==> config.mk <==
export PLATFORM = sky130hd
export DESIGN_NAME = branch_predictor
export DESIGN_NICKNAME = d
export VERILOG_FILES = /design/src/hw/bp_pkg.sv /design/src/hw/bp_history_table.sv /design/src/hw/bp_target_buffer.sv /design/src/hw/bp_select.sv /design/src/hw/branch_predictor.sv
export VERILOG_INCLUDE_DIRS = /design/src /design/src/hw
export SDC_FILE = /design/constraint.sdc
export NUM_CORES = 1
export LEC_CHECK = 0
export ABC_AREA = 1
export BUFFER_PORTS_ARGS = -buffer_cell sky130_fd_sc_hd__clkbuf_2
export CAP_MARGIN = 20
export CORE_MARGIN = 4
export CORE_UTILIZATION = 60
export CTS_CLUSTER_SIZE = 40
export DETAILED_ROUTE_END_ITERATION = 8
export PLACE_DENSITY = 0.79
export SLEW_MARGIN = 10
export SYNTH_ARGS = -nofsm -noshare
export SYNTH_HDL_FRONTEND = slang
export SYNTH_SLANG_ARGS = --single-unit
==> constraint.sdc <==
create_clock -name clk -period 3.8 [get_ports clk]
set_clock_uncertainty 0.2 [all_clocks]
set_input_delay 0 -clock clk [delete_from_list [all_inputs] [get_ports clk]]
set_output_delay 0 -clock clk [all_outputs]
set_load 0.01 [all_outputs]
==> src/hw/bp_config.svh <==
/*
  Sizing of the fetch-stage branch predictor.
  Instructions are 2 bytes wide, so PC bit 0 takes no part in index or tag.
  BP_INDEX_BITS sets the depth of both tables at once.
*/
`ifndef BP_CONFIG_SVH
`define BP_CONFIG_SVH

////////////////////
// PC layout
////////////////////
`define BP_PC_WIDTH    16                           // One CPU word
`define BP_INSTR_BYTES 2                            // Fall-through step of fetch

////////////////////
// Table geometry
////////////////////
`define BP_INDEX_BITS  3                            // 8 entries per table
`define BP_INDEX_LSB   1                            // Index starts above the byte bit
`define BP_ENTRIES     (1 << `BP_INDEX_BITS)
`define BP_TAG_LSB     (`BP_INDEX_LSB + `BP_INDEX_BITS)
`define BP_TAG_BITS    (`BP_PC_WIDTH - `BP_TAG_LSB) // PC bits above the index

`endif

==> src/hw/bp_pkg.sv <==
/*
  Types shared by the branch predictor blocks.
  Widths come from bp_config.svh.
  The pipeline carries prediction.state to decode and returns it in update.state.
*/
`include "bp_config.svh"

package bp_pkg;

  ////////////////////
  // Counter state
  ////////////////////
  typedef enum logic [1:0] {
    BP_STRONG_NT = 2'd0,                 // Reset value
    BP_WEAK_NT   = 2'd1,
    BP_WEAK_T    = 2'd2,                 // High bit set means predict taken
    BP_STRONG_T  = 2'd3
  } bp_state_t;

  ////////////////////
  // Training from decode
  ////////////////////
  typedef struct packed {
    logic                    valid;      // One-cycle strobe, real branches only
    logic [`BP_PC_WIDTH-1:0] pc;         // PC of the resolved branch
    logic                    taken;      // Actual outcome
    logic [`BP_PC_WIDTH-1:0] target;     // Actual target, even
    bp_state_t               state;      // State that was predicted at fetch
  } bp_update_t;

  ////////////////////
  // Lookup results
  ////////////////////
  typedef struct packed {
    logic                    hit;        // Valid entry with matching tag
    logic [`BP_PC_WIDTH-1:0] target;     // Stored target, don't care on miss
  } bp_btb_result_t;

  typedef struct packed {
    logic                    taken;      // Redirect fetch to next_pc
    logic [`BP_PC_WIDTH-1:0] next_pc;    // Next fetch address
    bp_state_t               state;      // Counter read for this PC
  } bp_prediction_t;

endpackage

==> src/hw/bp_history_table.sv <==
/*
  Branch history table of 2-bit saturating counters.
  The read is combinational. A write lands at the edge after update.valid.
  The new value comes from update.state and never from the stored counter.
  A read in the update cycle still returns the old counter.
*/
`timescale 1ns/1ps
`include "bp_config.svh"

module bp_history_table (
  input  logic                    clk,
  input  logic                    rst,
  input  logic [`BP_PC_WIDTH-1:0] fetch_pc,   // PC in fetch
  input  bp_pkg::bp_update_t      update,     // Training word from decode
  output bp_pkg::bp_state_t       read_state  // Counter at fetch_pc's index
);

  ////////////////////
  // Storage
  ////////////////////
  bp_pkg::bp_state_t         counters [`BP_ENTRIES];  // One counter per index
  logic [`BP_INDEX_BITS-1:0] rd_idx;                   // Lookup index
  logic [`BP_INDEX_BITS-1:0] wr_idx;                   // Training index
  bp_pkg::bp_state_t         next_state;               // Saturated training value

  assign rd_idx = fetch_pc[`BP_INDEX_LSB +: `BP_INDEX_BITS];
  assign wr_idx = update.pc[`BP_INDEX_LSB +: `BP_INDEX_BITS];

  // Lookup path, no enable here, bp_select does the gating
  assign read_state = counters[rd_idx];

  ////////////////////
  // Saturating step
  ////////////////////
  always_comb begin
    case (update.state)
      bp_pkg::BP_STRONG_NT: begin
        next_state = update.taken ? bp_pkg::BP_WEAK_NT : bp_pkg::BP_STRONG_NT;  // Floor
      end
      bp_pkg::BP_WEAK_NT: begin
        next_state = update.taken ? bp_pkg::BP_WEAK_T : bp_pkg::BP_STRONG_NT;
      end
      bp_pkg::BP_WEAK_T: begin
        next_state = update.taken ? bp_pkg::BP_STRONG_T : bp_pkg::BP_WEAK_NT;
      end
      bp_pkg::BP_STRONG_T: begin
        next_state = update.taken ? bp_pkg::BP_STRONG_T : bp_pkg::BP_WEAK_T;    // Ceiling
      end
      default: begin
        next_state = bp_pkg::BP_STRONG_NT;   // Unknown state falls back to not taken
      end
    endcase
  end

  ////////////////////
  // Training write
  ////////////////////
  always_ff @(posedge clk) begin
    if (rst) begin
      counters <= '{default: bp_pkg::BP_STRONG_NT};  // All strongly not taken
    end else if (update.valid) begin
      counters[wr_idx] <= next_state;                // Old value still seen this cycle
    end
  end

  ////////////////////
  // Checks
  ////////////////////
  // Decode must hand back a clean PC and the state carried from fetch
  a_update_known: assert property (
    @(posedge clk) disable iff (rst)
    update.valid |-> !$isunknown({update.pc, update.state})
  ) else $error("bp_history_table: unknown pc or state on a valid update");

endmodule

==> src/hw/bp_target_buffer.sv <==
/*
  Tagged branch target buffer, direct mapped on the same index as the counters.
  Hit check is combinational and a fill lands at the edge after the update.
  Only taken updates fill. Not-taken branches never evict an entry.
  Reset clears the valid bits only, so tag and target are unknown until filled.
*/
`timescale 1ns/1ps
`include "bp_config.svh"

module bp_target_buffer (
  input  logic                    clk,
  input  logic                    rst,
  input  logic [`BP_PC_WIDTH-1:0] fetch_pc,    // PC in fetch
  input  bp_pkg::bp_update_t      update,      // Training word from decode
  output bp_pkg::bp_btb_result_t  btb_result   // Hit and stored target
);

  ////////////////////
  // Storage
  ////////////////////
  logic [`BP_ENTRIES-1:0]    valid_bits;                  // Entry holds a taken branch
  logic [`BP_TAG_BITS-1:0]   tag_mem    [`BP_ENTRIES];    // PC bits above the index
  logic [`BP_PC_WIDTH-1:0]   target_mem [`BP_ENTRIES];    // Last taken target

  logic [`BP_INDEX_BITS-1:0] rd_idx;
  logic [`BP_TAG_BITS-1:0]   rd_tag;
  logic [`BP_INDEX_BITS-1:0] wr_idx;
  logic [`BP_TAG_BITS-1:0]   wr_tag;
  logic                      fill;                        // Taken training this cycle

  assign rd_idx = fetch_pc[`BP_INDEX_LSB +: `BP_INDEX_BITS];
  assign rd_tag = fetch_pc[`BP_PC_WIDTH-1:`BP_TAG_LSB];
  assign wr_idx = update.pc[`BP_INDEX_LSB +: `BP_INDEX_BITS];
  assign wr_tag = update.pc[`BP_PC_WIDTH-1:`BP_TAG_LSB];
  assign fill   = update.valid && update.taken;

  ////////////////////
  // Lookup
  ////////////////////
  // Aliased PCs share an index and are told apart by the tag
  assign btb_result.hit    = valid_bits[rd_idx] && (tag_mem[rd_idx] == rd_tag);
  assign btb_result.target = target_mem[rd_idx];   // Meaningful only on hit

  ////////////////////
  // Valid bits
  ////////////////////
  always_ff @(posedge clk) begin
    if (rst) begin
      valid_bits <= '0;               // Every entry empty
    end else if (fill) begin
      valid_bits[wr_idx] <= 1'b1;     // Stays set, later fills just overwrite
    end
  end

  ////////////////////
  // Tag and target
  ////////////////////
  always_ff @(posedge clk) begin
    if (fill) begin
      tag_mem[wr_idx]    <= wr_tag;
      target_mem[wr_idx] <= update.target;
    end
  end

  ////////////////////
  // Checks
  ////////////////////
  // A stored odd target would send fetch into the middle of an instruction
  a_even_target: assert property (
    @(posedge clk) disable iff (rst)
    fill |-> (update.target[0] == 1'b0)
  ) else $error("bp_target_buffer: taken update with odd target %h", update.target);

endmodule

==> src/hw/bp_select.sv <==
/*
  Fetch redirect decision, purely combinational.
  Taken needs enable, a counter in a taken state and a buffer hit.
  With enable low the output is plain fall-through with state 0.
  clk is used only by the check below.
*/
`timescale 1ns/1ps
`include "bp_config.svh"

module bp_select (
  input  logic                    clk,         // Check clock only
  input  logic                    enable,      // Level from the CPU
  input  logic [`BP_PC_WIDTH-1:0] fetch_pc,
  input  bp_pkg::bp_state_t       read_state,  // From the history table
  input  bp_pkg::bp_btb_result_t  btb_result,  // From the target buffer
  output bp_pkg::bp_prediction_t  prediction
);

  logic                    dir_taken;   // Counter says taken
  logic                    taken;       // Final redirect decision
  logic [`BP_PC_WIDTH-1:0] fall_pc;     // Sequential fetch address

  assign dir_taken = read_state[1];     // Weak or strong taken
  assign taken     = enable && dir_taken && btb_result.hit;
  assign fall_pc   = fetch_pc + `BP_PC_WIDTH'(`BP_INSTR_BYTES);

  ////////////////////
  // Prediction word
  ////////////////////
  assign prediction.taken   = taken;
  assign prediction.next_pc = taken ? btb_result.target : fall_pc;
  // Gated state keeps decode from training on a stale value while disabled
  assign prediction.state   = enable ? read_state : bp_pkg::BP_STRONG_NT;

  ////////////////////
  // Checks
  ////////////////////
  // Holds across fall-through and the buffer's stored target alike
  a_even_next_pc: assert property (
    @(posedge clk)
    !$isunknown(fetch_pc) |-> (prediction.next_pc[0] == 1'b0)
  ) else $error("bp_select: odd next_pc %h", prediction.next_pc);

endmodule

==> src/hw/branch_predictor.sv <==
/*
  Dynamic branch predictor for the fetch stage.
  fetch_pc to prediction is combinational, training shows one cycle later.
  update.valid is a one-cycle strobe, at most one per cycle, never stalled.
*/
`timescale 1ns/1ps
`include "bp_config.svh"

module branch_predictor (
  input  logic                    clk,
  input  logic                    rst,         // Synchronous, active high
  input  logic                    enable,      // Gates the prediction only
  input  logic [`BP_PC_WIDTH-1:0] fetch_pc,
  input  bp_pkg::bp_update_t      update,      // From decode
  output bp_pkg::bp_prediction_t  prediction   // To fetch
);

  bp_pkg::bp_state_t      read_state;          // Counter at fetch_pc
  bp_pkg::bp_btb_result_t btb_result;          // Buffer lookup at fetch_pc

  ////////////////////
  // Tables
  ////////////////////
  bp_history_table i_history (
    .clk        (clk),
    .rst        (rst),
    .fetch_pc   (fetch_pc),
    .update     (update),
    .read_state (read_state)
  );

  bp_target_buffer i_btb (
    .clk        (clk),
    .rst        (rst),
    .fetch_pc   (fetch_pc),
    .update     (update),
    .btb_result (btb_result)
  );

  ////////////////////
  // Decision
  ////////////////////
  bp_select i_select (
    .clk        (clk),
    .enable     (enable),
    .fetch_pc   (fetch_pc),
    .read_state (read_state),
    .btb_result (btb_result),
    .prediction (prediction)
  );

endmodule

==> results_dict.tcl <==
set metrics [dict create \
    clockBufferDepth 3 \
    io_pins 74 \
    overflow 0 \
    drt_wl_total_mm 26.1 \
    cp_max_fo 42 \
    synth_top_area_share 0.624 \
    grt_max_degree 68 \
    row_count 48 \
    wl_per_cell_um 18.8 \
    p_sw_mw 1.34 \
    timing.final.crit_share 0.799 \
    post_dp_cell_area_um2 11300 \
    peakVddDrop_mv 0.339 \
    avgViaCountPerCell 5.85 \
    p_int_mw 4.74 \
    crit_path_end_kind "primary output" \
    dr.first_iter.drc_count 629 \
    die_x_um 142 \
    numPortBuffers 72 \
    switching_share 0.220 \
    p_seq_frac 0.501 \
    rsz0062_at_grt "no" \
    p_leak_nw 5.07 \
    postCtsResizedCells 0 \
    cts_tree "built" \
    drtAntennaViolNets 0 \
    first_global_vias 7841 \
    postSynthCellCount 1029 \
    fin_tns_setup_ns 0 \
    timing.hold.ws_ns 0.0863 \
    first_pass_iters 7 \
    drc 0 \
    antenna_found_initial 2 \
    setup_viol 0 \
    p_per_area_nw_per_um2 482 \
    synth_fp_nets 1085 \
    slew_headroom 0.376 \
    path_clk_slew_ns 0.06 \
    final-hold-violation-count 0 \
    htree_levels 1 \
    worst_setup_path_start_kind "input pin" \
    crit_type "input pin to primary output" \
    synth_warnings 0 \
    yosysTopAreaCell "edfxtp_1" \
    total_power_mw 6.08 \
    avgSynthCellArea_um2 10.5 \
    start_util 0.618 \
    detailed_place_hpwl_mm 14.7 \
    fp.dieArea_um2 20200 \
    p_comb_frac 0.078 \
    worstSkewPairLatency_ns 0.51 \
    synth.distinct_cells 29 \
    vias 8095 \
    drv_cap 0 \
    status "completed" \
    crit_required_ns 3.60 \
    drive_gt1_frac 0.127 \
    final.min_clock_period_ns 3.03 \
    stdcell_area_um2 12600 \
    synth_area_um2 10800 \
    layout_commonest_cell "nand2_1" \
    max_freq_mhz 330 \
    track_usage 0.259 \
    tightest_slew_ns 0.934 \
    rr_worst_depth 3 \
    holdPathStages 2 \
    clkPwrFrac 0.421 \
    die_y_um 142 \
    cts-buffers-inserted 25 \
    core-area_um2 17400 \
    place_congestion 0.864 \
    most-common-layout-cells "nand2_1 (294), edfxtp_1 (224), nand3_1 (109), inv_1 (86), clkbuf_2 (71)" \
    clkSinkCount 248 \
    arrival_ns 2.83 \
    cts.root.buffer_cell "clkbuf_16" \
    ys_seq_elements 248 \
    drv_slew 0 \
    fin_nets 1193 \
    ys_seq_area_frac 0.669 \
    synthTopCellsByArea "edfxtp_1 (62%), nand2_1 (10%), nand3_1 (5.1%), dfxtp_1 (4.5%), inv_1 (3.0%)" \
    grt_pass1_wl_mm 40.8 \
    min_path_type "input pin to register" \
    syn_to_final_growth_pct 16.9 \
]
==> final timing paths <==
check                              start                 endpoint  slack (ns)
setup / recovery             fetch_pc[1]            prediction[9]        0.77
hold / removal                update[17]  i_btb.target_mem[7][15]        0.09
setup reg to reg  i_history.counters[12]   i_history.counters[12]        2.41
hold reg to reg      i_btb.valid_bits[1]      i_btb.valid_bits[1]        0.27
==> power by group through the flow <==
stage                     Clock [mW]  Combinational (mW)  Sequential, mW
after floorplan                    0               0.271            3.10
after global placement             0               0.416            3.10
after detailed placement           0               0.431            3.10
after CTS                       2.58               0.467            3.04
after global routing            2.68               0.525            3.05
final                           2.56               0.475            3.04
==> state kept, by name (all words and copies together) (netlist names) <==
signal              count
i_btb.target_mem      128
i_btb.valid_bits        8
i_btb.tag_mem          96
i_history.counters     16
==> cells in the mapped netlist <==
library cell,number
nand2_1,294
edfxtp_1,224
nand3_1,109
inv_1,86
nor2_1,67
a21oi_1,53
o21ai_0,48
dfxtp_1,24
clkbuf_1,22
buf_2,15
a221oi_1,14
xor2_1,13
o22ai_1,10
a32o_1,9
or2_2,8
buf_4,6
buf_6,5
nor3_1,5
buf_1,3
inv_2,2
nand4_1,2
nor2_4,2
o21a_1,2
a21boi_0,1
a31oi_1,1
ha_1,1
nand2_2,1
nor2_2,1
o21ai_1,1
==> critical path, stage by stage <==
cell and delay (ns):
buf_4 0.10, clkinv_2 0.53, buf_4 0.49, nand2_1 0.09, nand3_1 0.07, nand3_1 0.20, nand3_1 0.10, nand2_1 0.09
nand3_1 0.07, nor2_1 0.55, nand3_1 0.19, nand2_1 0.17, clkbuf_2 0.16
==> cell families after synthesis <==
logic type,Yosys count,share of synthesized area
AND/OR/NAND/NOR,489,0.188
flip-flops,248,0.669
adder cells (fa/ha/maj),1,0.00116
buffers and inverters,139,0.0558
XOR/XNOR,13,0.0106
AO/OA/AOI/OAI,139,0.0756
==> repair_timing <==
action	CTS	global route
endpoints found under the hold margin	280	0
buffers inserted	0	0
hold buffers	41	0
==> final cells by class <==
class                           instances  area (um2)
Sequential cell                       248        7210
Fill cell                            1152        4820
Multi-Input combinational cell        642        2980
Timing Repair Buffer                  132         936
Clock buffer                           28         637
Inverter                               88         332
Tap cell                              225         282
Clock inverter                         18         219
Antenna cell                            2        5.00
==> per-stage QoR <==
step	utilization	cells	worst slack, ns
3_3_place_gp	0.648	1293	0.927
6_report	0.723	1383	0.765
2_1_floorplan	-	1029	0.804
5_1_grt	0.723	1383	0.566
4_1_cts	0.721	1380	0.872
3_5_place_dp	0.648	1293	0.866
==> per-layer routing <==
metal,up-vias,global-route usage,share of wire
li1,3754,-,-
met1,3841,0.347,0.39
met2,435,0.429,0.49
met3,65,0.0464,0.097
met4,0,0.0975,0.029
met5,-,0,0
No activity file was read; power rests on OpenSTA's default activity.
